<file path="src/adc_emu_params.svh">
`ifndef ADC_EMU_PARAMS_SVH
`define ADC_EMU_PARAMS_SVH

// slice array
`define ADC_NUM_SLICES      4
`define ADC_SLICE_ID_BITS   2

// divider and conversion codes
`define ADC_NDIV            2
`define ADC_VIN_BITS        10
`define ADC_MAG_BITS        8
`define ADC_NOISE_AMP_BITS  3
`define ADC_SEED_BITS       11

// capture memory
`define CAP_DEPTH           64
`define CAP_ADDR_BITS       6
`define CAP_DROP_BITS       8

`endif

</file>
<file path="src/adc_slice_pkg.sv">
`include "adc_emu_params.svh"

package adc_slice_pkg;

    //////////////////////////////////////////////////////////////////////
    // per-slice configuration
    //////////////////////////////////////////////////////////////////////

    typedef struct packed {
        // slice takes part in the array
        logic                           en_slice;
        // divider parked at all ones, no conversions
        logic                           alws_on;
        // divider start value while not synced
        logic [`ADC_NDIV-1:0]           init;
        // dither bound in codes, 0 turns dither off
        logic [`ADC_NOISE_AMP_BITS-1:0] noise_amp;
        logic [`ADC_SEED_BITS-1:0]      noise_seed;
    } slice_cfg_t;

    //////////////////////////////////////////////////////////////////////
    // conversion result
    //////////////////////////////////////////////////////////////////////

    // sign and saturated magnitude
    typedef struct packed {
        logic                     sign;
        logic [`ADC_MAG_BITS-1:0] mag;
    } slice_result_t;

endpackage

</file>
<file path="src/capture_pkg.sv">
`include "adc_emu_params.svh"

package capture_pkg;

    //////////////////////////////////////////////////////////////////////
    // memory entry
    //////////////////////////////////////////////////////////////////////

    // one stored conversion, tagged with the slice it came from
    typedef struct packed {
        logic [`ADC_SLICE_ID_BITS-1:0] slice_id;
        adc_slice_pkg::slice_result_t  result;
    } cap_entry_t;

    //////////////////////////////////////////////////////////////////////
    // readout status
    //////////////////////////////////////////////////////////////////////

    typedef struct packed {
        // entries written since the last clear
        logic [`CAP_ADDR_BITS:0]   fill;
        // no room left, further writes are dropped
        logic                      full;
        // saturating count of dropped writes
        logic [`CAP_DROP_BITS-1:0] drop_count;
    } cap_status_t;

endpackage

</file>
<file path="src/adc_array_top.sv">
`timescale 1ns/1ps
`include "adc_emu_params.svh"

module adc_array_top (
    input  logic                                            emu_clk,
    input  logic                                            reset,
    input  logic                                            clk_in,
    input  logic                                            en_sync_in,
    input  logic [`ADC_NUM_SLICES-1:0][`ADC_VIN_BITS-1:0]   vin,
    input  adc_slice_pkg::slice_cfg_t [`ADC_NUM_SLICES-1:0] cfg,
    input  logic                                            capture_clear,
    input  logic [`CAP_ADDR_BITS-1:0]                       rd_addr,
    output logic [`ADC_NUM_SLICES-1:0]                      clk_adder,
    output logic [`ADC_NUM_SLICES-1:0]                      en_sync_out,
    output capture_pkg::cap_entry_t                         rd_data,
    output capture_pkg::cap_status_t                        status
);
    logic [`ADC_NUM_SLICES-1:0]                        sample_valid;
    adc_slice_pkg::slice_result_t [`ADC_NUM_SLICES-1:0] results;
    logic                                              wr_en;
    capture_pkg::cap_entry_t                           wr_entry;

    //////////////////////////////////////////////////////////////////////
    // slices
    //////////////////////////////////////////////////////////////////////

    for (genvar i = 0; i < `ADC_NUM_SLICES; i++) begin : g_slice
        // codes arrive as two's complement
        adc_slice u_slice (
            .emu_clk      (emu_clk),
            .reset        (reset),
            .clk_in       (clk_in),
            .en_sync_in   (en_sync_in),
            .vin          ($signed(vin[i])),
            .cfg          (cfg[i]),
            .clk_adder    (clk_adder[i]),
            .en_sync_out  (en_sync_out[i]),
            .sample_valid (sample_valid[i]),
            .result       (results[i])
        );
    end

    //////////////////////////////////////////////////////////////////////
    // shared capture path
    //////////////////////////////////////////////////////////////////////

    capture_arbiter u_arbiter (
        .emu_clk      (emu_clk),
        .reset        (reset),
        .sample_valid (sample_valid),
        .results      (results),
        .wr_en        (wr_en),
        .wr_entry     (wr_entry)
    );

    capture_ram u_ram (
        .emu_clk  (emu_clk),
        .reset    (reset),
        .clear    (capture_clear),
        .wr_en    (wr_en),
        .wr_entry (wr_entry),
        .rd_addr  (rd_addr),
        .rd_data  (rd_data),
        .status   (status)
    );
endmodule

</file>
<file path="src/adc_slice.sv">
`timescale 1ns/1ps
`include "adc_emu_params.svh"

module adc_slice (
    input  logic                            emu_clk,
    input  logic                            reset,
    input  logic                            clk_in,
    input  logic                            en_sync_in,
    input  logic signed [`ADC_VIN_BITS-1:0] vin,
    input  adc_slice_pkg::slice_cfg_t       cfg,
    output logic                            clk_adder,
    output logic                            en_sync_out,
    output logic                            sample_valid,
    output adc_slice_pkg::slice_result_t    result
);
    logic                           clk_in_q;
    logic                           clk_in_qq;
    logic                           clk_in_rise;
    logic                           clk_in_fall;
    logic                           en_sampled;
    logic                           en_sync;
    logic [`ADC_NDIV-1:0]           count;
    logic                           wrap;
    logic signed [3:0]              dither;
    logic signed [`ADC_VIN_BITS:0]  sum;
    logic [`ADC_VIN_BITS:0]         abs_sum;
    adc_slice_pkg::slice_result_t   quant;

    //////////////////////////////////////////////////////////////////////
    // clk_in edge detection
    //////////////////////////////////////////////////////////////////////

    always_ff @(posedge emu_clk) begin
        if (reset) begin
            clk_in_q  <= 1'b0;
            clk_in_qq <= 1'b0;
        end else begin
            clk_in_q  <= clk_in;
            clk_in_qq <= clk_in_q;
        end
    end

    // edges show up one cycle after clk_in moves
    assign clk_in_rise = clk_in_q & ~clk_in_qq;
    assign clk_in_fall = ~clk_in_q & clk_in_qq;

    //////////////////////////////////////////////////////////////////////
    // enable synchronizer
    //////////////////////////////////////////////////////////////////////

    always_ff @(posedge emu_clk) begin
        if (reset) begin
            en_sampled  <= 1'b0;
            en_sync_out <= 1'b0;
        end else begin
            // sample on the falling edge, publish on the rising edge
            if (clk_in_fall) begin
                en_sampled <= en_sync_in;
            end
            if (clk_in_rise) begin
                en_sync_out <= en_sampled;
            end
        end
    end

    assign en_sync = en_sampled & cfg.en_slice;

    //////////////////////////////////////////////////////////////////////
    // clock divider
    //////////////////////////////////////////////////////////////////////

    // all ones rolling over to zero is the rising edge of clk_adder
    assign wrap = clk_in_fall & en_sync & ~cfg.alws_on & (&count);

    always_ff @(posedge emu_clk) begin
        if (reset || !en_sync) begin
            count <= cfg.init;
        end else if (cfg.alws_on) begin
            count <= '1;
        end else if (clk_in_fall) begin
            count <= count + 1'b1;
        end
    end

    assign clk_adder = ~count[`ADC_NDIV-1];

    //////////////////////////////////////////////////////////////////////
    // dithered quantizer
    //////////////////////////////////////////////////////////////////////

    noise_lfsr u_noise (
        .emu_clk (emu_clk),
        .reset   (reset),
        .seed    (cfg.noise_seed),
        .amp     (cfg.noise_amp),
        .step    (wrap),
        .dither  (dither)
    );

    assign sum = vin + dither;
    assign abs_sum = sum[`ADC_VIN_BITS] ? $unsigned(-sum) : $unsigned(sum);

    always_comb begin
        quant.sign = sum[`ADC_VIN_BITS];
        // clip anything past the magnitude range to full scale
        if (|abs_sum[`ADC_VIN_BITS:`ADC_MAG_BITS]) begin
            quant.mag = '1;
        end else begin
            quant.mag = abs_sum[`ADC_MAG_BITS-1:0];
        end
    end

    always_ff @(posedge emu_clk) begin
        if (reset) begin
            sample_valid <= 1'b0;
        end else begin
            sample_valid <= wrap;
        end
    end

    // result held until the next conversion
    always_ff @(posedge emu_clk) begin
        if (wrap) begin
            result <= quant;
        end
    end
endmodule

</file>
<file path="src/capture_arbiter.sv">
`timescale 1ns/1ps
`include "adc_emu_params.svh"

module capture_arbiter (
    input  logic                                              emu_clk,
    input  logic                                              reset,
    input  logic [`ADC_NUM_SLICES-1:0]                        sample_valid,
    input  adc_slice_pkg::slice_result_t [`ADC_NUM_SLICES-1:0] results,
    output logic                                              wr_en,
    output capture_pkg::cap_entry_t                           wr_entry
);
    localparam int N    = `ADC_NUM_SLICES;
    localparam int ID_W = `ADC_SLICE_ID_BITS;

    logic [N-1:0]                         pending;
    logic [N-1:0]                         req;
    adc_slice_pkg::slice_result_t [N-1:0] held;
    logic [ID_W-1:0]                      last_grant;
    logic [ID_W-1:0]                      cand;
    logic [ID_W-1:0]                      grant_id;
    logic                                 grant_valid;

    // a fresh strobe competes in its own cycle
    assign req = pending | sample_valid;

    // search starts one past the last winner
    always_comb begin
        grant_valid = 1'b0;
        grant_id    = last_grant;
        cand        = last_grant;
        for (int i = 1; i <= N; i++) begin
            cand = last_grant + ID_W'(i);
            if (!grant_valid && req[cand]) begin
                grant_valid = 1'b1;
                grant_id    = cand;
            end
        end
    end

    always_ff @(posedge emu_clk) begin
        if (reset) begin
            pending    <= '0;
            last_grant <= ID_W'(N - 1);
            wr_en      <= 1'b0;
        end else begin
            for (int i = 0; i < N; i++) begin
                if (grant_valid && grant_id == ID_W'(i)) begin
                    pending[i] <= 1'b0;
                end else if (sample_valid[i]) begin
                    pending[i] <= 1'b1;
                end
            end
            wr_en <= grant_valid;
            if (grant_valid) begin
                last_grant <= grant_id;
            end
        end
    end

    always_ff @(posedge emu_clk) begin
        for (int i = 0; i < N; i++) begin
            if (sample_valid[i]) begin
                held[i] <= results[i];
            end
        end
        if (grant_valid) begin
            wr_entry.slice_id <= grant_id;
            wr_entry.result   <= sample_valid[grant_id] ? results[grant_id] : held[grant_id];
        end
    end
endmodule

</file>
<file path="src/capture_ram.sv">
`timescale 1ns/1ps
`include "adc_emu_params.svh"

module capture_ram (
    input  logic                       emu_clk,
    input  logic                       reset,
    input  logic                       clear,
    input  logic                       wr_en,
    input  capture_pkg::cap_entry_t    wr_entry,
    input  logic [`CAP_ADDR_BITS-1:0]  rd_addr,
    output capture_pkg::cap_entry_t    rd_data,
    output capture_pkg::cap_status_t   status
);
    localparam logic [`CAP_ADDR_BITS:0] FILL_MAX = `CAP_DEPTH;

    capture_pkg::cap_entry_t     mem [`CAP_DEPTH];
    logic [`CAP_ADDR_BITS:0]     fill;
    logic                        full;
    logic [`CAP_DROP_BITS-1:0]   drop_count;

    assign full = (fill == FILL_MAX);

    //////////////////////////////////////////////////////////////////////
    // write pointer and drop counter
    //////////////////////////////////////////////////////////////////////

    always_ff @(posedge emu_clk) begin
        if (reset || clear) begin
            fill       <= '0;
            drop_count <= '0;
        end else if (wr_en) begin
            if (!full) begin
                fill <= fill + 1'b1;
            end else if (drop_count != '1) begin
                // saturates at all ones
                drop_count <= drop_count + 1'b1;
            end
        end
    end

    //////////////////////////////////////////////////////////////////////
    // storage and read port
    //////////////////////////////////////////////////////////////////////

    always_ff @(posedge emu_clk) begin
        // fill doubles as the write address
        if (wr_en && !full && !clear) begin
            mem[fill[`CAP_ADDR_BITS-1:0]] <= wr_entry;
        end
        rd_data <= mem[rd_addr];
    end

    always_comb begin
        status.fill       = fill;
        status.full       = full;
        status.drop_count = drop_count;
    end
endmodule

</file>
<file path="src/noise_lfsr.sv">
`timescale 1ns/1ps
`include "adc_emu_params.svh"

module noise_lfsr (
    input  logic                           emu_clk,
    input  logic                           reset,
    input  logic [`ADC_SEED_BITS-1:0]      seed,
    input  logic [`ADC_NOISE_AMP_BITS-1:0] amp,
    input  logic                           step,
    output logic signed [3:0]              dither
);
    // x^16 + x^14 + x^13 + x^11 + 1, right shifting Galois form
    localparam logic [15:0] TAPS = 16'hb400;

    logic [15:0]       lfsr;
    logic [4:0]        span;
    logic [3:0]        folded;
    logic signed [4:0] centered;

    always_ff @(posedge emu_clk) begin
        if (reset) begin
            // bit 0 forced high so the state never starts at zero
            lfsr <= {4'b1010, seed, 1'b1};
        end else if (step) begin
            lfsr <= {1'b0, lfsr[15:1]} ^ (lfsr[0] ? TAPS : 16'h0000);
        end
    end

    // 2*amp+1 possible values
    assign span = {amp, 1'b1};
    assign folded = 4'(lfsr[7:0] % {3'b000, span});

    // shift down so the range is centred on zero
    assign centered = $signed({1'b0, folded}) - $signed({2'b00, amp});
    assign dither = centered[3:0];
endmodule
</file>
<file path="config.mk">
export PLATFORM = sky130hd
export DESIGN_NAME = adc_array_top
export DESIGN_NICKNAME = d
export VERILOG_FILES = /design/src/adc_slice_pkg.sv /design/src/capture_pkg.sv /design/src/adc_array_top.sv /design/src/adc_slice.sv /design/src/capture_arbiter.sv /design/src/capture_ram.sv /design/src/noise_lfsr.sv
export VERILOG_INCLUDE_DIRS = /design/src
export SDC_FILE = /design/constraint.sdc
export NUM_CORES = 1
export LEC_CHECK = 0
export ABC_CLOCK_PERIOD_IN_PS = 19000
export BUFFER_PORTS_ARGS = -buffer_cell sky130_fd_sc_hd__buf_2
export CAP_MARGIN = 20
export CORE_ASPECT_RATIO = 1.5
export CORE_MARGIN = 2
export CORE_UTILIZATION = 40
export CTS_CLUSTER_SIZE = 12
export DETAILED_ROUTE_END_ITERATION = 7
export HOLD_SLACK_MARGIN = 0.05
export PLACE_DENSITY = 0.63
export SLEW_MARGIN = 20
export SYNTH_ARGS = -nofsm -noshare
export SYNTH_HDL_FRONTEND = slang
export SYNTH_SLANG_ARGS = --single-unit
</file>
<file path="constraint.sdc">
create_clock -name emu_clk -period 19 [get_ports emu_clk]
set_clock_uncertainty 0.15 [all_clocks]
set_input_delay 1.9 -clock emu_clk [delete_from_list [all_inputs] [get_ports emu_clk]]
set_output_delay 1.9 -clock emu_clk [all_outputs]
set_load 0.03 [all_outputs]
</file>
==> out/qor.csv <==
stage,metric,value,unit
placement,gp_congestion,0.871,
placement,post-dp-hpwl,66800,um
global_routing,grt_pass1_wl,152000,um
detailed_routing,postRouteAntennaNets,0,
logic_synthesis,async_reset_ff_frac,0,
sta,hold_viol_final,0,
detailed_routing,dr.pass1.iters,5,
layout,final_util,0.453,
sta,fin_setup_tns,0,ns
logic_synthesis,syn_inst,2724,
logic_synthesis,synth_most_common_cell,edfxtp_1,
sta,drv_slew,0,
placement,portBuffers,157,
worst_setup_path,path_common_cell,ha_1,
detailed_routing,drc,0,
global_routing,grt_pass1_vias,25400,
worst_setup_path,crit-reg2reg-launch,g_slice[0].u_slice.u_noise.lfsr[7],
detailed_routing,vias_per_cell,5.55,
global_routing,grt_max_degree,70,
logic_synthesis,yosysUniqueCellTypes,84,
cts,numCtsBuffers,90,
worst_setup_path,rr_worst_depth,61,
worst_setup_path,cp_data_arrival_time,16.96,ns
logic_synthesis,synth_edf_count,839,
detailed_routing,wirelength,98600,um
sta,rsz0062_at_grt,no,
cts,cts_max_level,3,
worst_setup_path,worstSetupStartpointType,input port,
floorplanning,rows,146,
global_routing,grt_use_total,0.181,
worst_setup_path,rrSetupSlack,3.59,ns
logic_synthesis,yosys.area.top_type_share,0.592,
logic_synthesis,syn_area_per_cell,15.6,um2
logic_synthesis,synth.area.top_cells,"edfxtp_1, mux4_2, ha_1",
worst_setup_path,end_kind,flip-flop,
cts,postCtsHoldBufs,0,
cts,cts_tree,done,
cts,ctsResizeCount,0,
floorplanning,die_h,403,um
cts,cts_root_buf,clkbuf_16,
detailed_routing,drtIter0Drc,1653,
logic_synthesis,synth.largest_area_cell,edfxtp_1,
detailed_routing,dr_total_vias,24300,
logic_synthesis,ys_warn_count,0,
worst_setup_path,reg2reg_to,g_slice[0].u_slice.result[6],
cts,path_clk_slew,0.06,ns
sta,setup-violations-final,0,
logic_synthesis,yosysSeqAreaShare,0.621,
worst_setup_path,crit_fanout,10,
run_status,status,finished clean,
worst_setup_path,critical-path-max-stage-delay,0.64,ns
logic_synthesis,synth_top_cells_by_count,"edfxtp_1, mux4_2, nand2_1, nor2_1, ha_1",
sta,maxSlewHeadroom,0.238,
floorplanning,dieArea,109000,um2
floorplanning,initial_utilization,0.403,
worst_setup_path,required,19.24,ns
sta,timing.fmax,0.0598,GHz
flow_run,max_cap_violations,0,
sta,min_period_over_period,0.880,
layout,ff_latch_area,26400,um2
hold_path,min_to,u_arbiter.held[6],
logic_synthesis,syn_area,42500,um2
cts,clk_latency,0.66,ns
hold_path,min_path_type,flip-flop to flip-flop,
floorplanning,core_area,106000,um2
worst_setup_path,criticalPathCategory,input port to flip-flop,
global_routing,grt_antenna_before_repair,3,
hold_path,hold_depth,0,
logic_synthesis,synth_flop_cell,edfxtp_1,
layout,drive_above_1_share,0.227,
logic_synthesis,ys_ff_latch,900,
cts,cts_buffer_depth,3,
sta,tightest_slew,1.14,ns
layout,n_fill_cell,9187,
logic_synthesis,syn_nets,3014,
layout,multi_input_area,15400,um2
hold_path,hold_start,g_slice[0].u_slice.result[6],
floorplanning,die_x,270,um
cts,cts_setup_buffers,0,
cts,clock_sinks,900,
sta,period_needed,16.72,ns
global_routing,grt-ovfl-total,0,
layout,area_growth_syn_to_layout,12.5,%
detailed_routing,post_drt_wl_per_cell,22.5,um
layout,finalNetCount,3203,
floorplanning,ios,158,
worst_setup_path,slowest_stage,xnor2_1,
how the worst max path moves through the flow:
stage,startpoint,end,slack (ns),cells after the start
3_5_place_dp,cfg[11],g_slice[0].u_slice.result[6],1.74,63
4_1_cts,cfg[11],g_slice[0].u_slice.result[6],2.40,63
2_1_floorplan,cfg[11],g_slice[0].u_slice.result[6],3.77,62
5_1_grt,cfg[11],g_slice[0].u_slice.result[6],0.76,65
3_3_place_gp,cfg[11],g_slice[0].u_slice.result[6],2.15,63
6_report,cfg[11],g_slice[0].u_slice.result[6],2.28,63
metrics by stage:
step                      instances  area (um2)  worst slack [ns]  hold slack, ns
final                          4380       47900              2.28           0.302
after floorplan                2724       42500              3.77           0.271
after global routing           4379       47900             0.760           0.320
after global placement         4220       45000              2.15           0.280
after CTS                      4373       47800              2.40           0.310
after detailed placement       4221       45100              1.74           0.299
layer usage:
metal  share of wire  routed length, um  vias to the layer above  GRT usage
met5         0.00011                 11                        -          0
met4           0.030               2940                        2     0.0588
met3           0.052               5120                      148     0.0310
met2            0.54              53400                      663      0.340
met1            0.38              37100                    12400      0.206
li1                -                  -                    11100          -
layout make-up:
| cell class | count | share of cell area |
|---|---|---|
| antenna | 1 | 0.0000523 |
| clock buffer | 131 | 0.0524 |
| clock inverter | 21 | 0.00397 |
| inverter | 91 | 0.00714 |
| multi-input combinational | 1624 | 0.322 |
| sequential | 900 | 0.552 |
| tap | 1406 | 0.0368 |
| timing repair buffer | 206 | 0.0254 |
layout by cell type, fill, tap and decap left out, drive strengths merged, types with 12 or more instances in the layout:
| master | instances |
|---|---|
| fa | 16 |
| clkbuf | 131 |
| a21oi | 86 |
| ha | 151 |
| nor2 | 177 |
| edfxtp | 839 |
| dfxtp | 61 |
| nand2b | 29 |
| a211oi | 23 |
| mux2 | 37 |
| inv | 93 |
| a22o | 14 |
| o21ai | 104 |
| nand2 | 178 |
| a21o | 38 |
| nor2b | 32 |
| nor3 | 44 |
| or3 | 12 |
| buf | 206 |
| a31oi | 19 |
| xnor2 | 93 |
| nand4 | 14 |
| xor2 | 51 |
| o21a | 25 |
| mux2i | 24 |
| nand3 | 33 |
| or2 | 18 |
| mux4 | 250 |
| clkinv | 17 |
logic make-up (layout without fill, tap and decap cells):
logic type	Yosys count	after routing	synth area share
multiplexers	311	311	0.148
other	0	1	0
AO/OA/AOI/OAI	404	404	0.0639
buffers and inverters	200	449	0.0185
adder cells (fa/ha/maj)	167	167	0.0520
AND/OR/NAND/NOR	598	598	0.0671
flip-flops	900	900	0.621
XOR/XNOR	144	144	0.0297
flip-flops by register name, summed over array words and instances (netlist names), 4 cells and up:
name and flops:
u_ram.mem 704, g_slice.u_slice.u_noise.lfsr 64, g_slice.u_slice.result 36, u_arbiter.held 36, u_arbiter.wr_entry 11, u_ram.rd_data 11
g_slice.u_slice.count 8, u_ram.drop_count 8, u_ram.fill 7, g_slice.u_slice.sample_valid 4, u_arbiter.pending 4
worst max-delay path, delay by kind of cell:
family                     cells  cell delay, ns
and+or+nand+nor               13            3.03
muxes                          4            1.37
buffers and inverters          3            0.53
xor gates and xnor gates       4            1.34
AOI/OAI and AO/OA             28            5.49
adders and majority gates     11            3.26
Power is left out: the tool's default activity adds up to more than one toggle a clock period on the data nets, which glitch-free logic cannot reach.
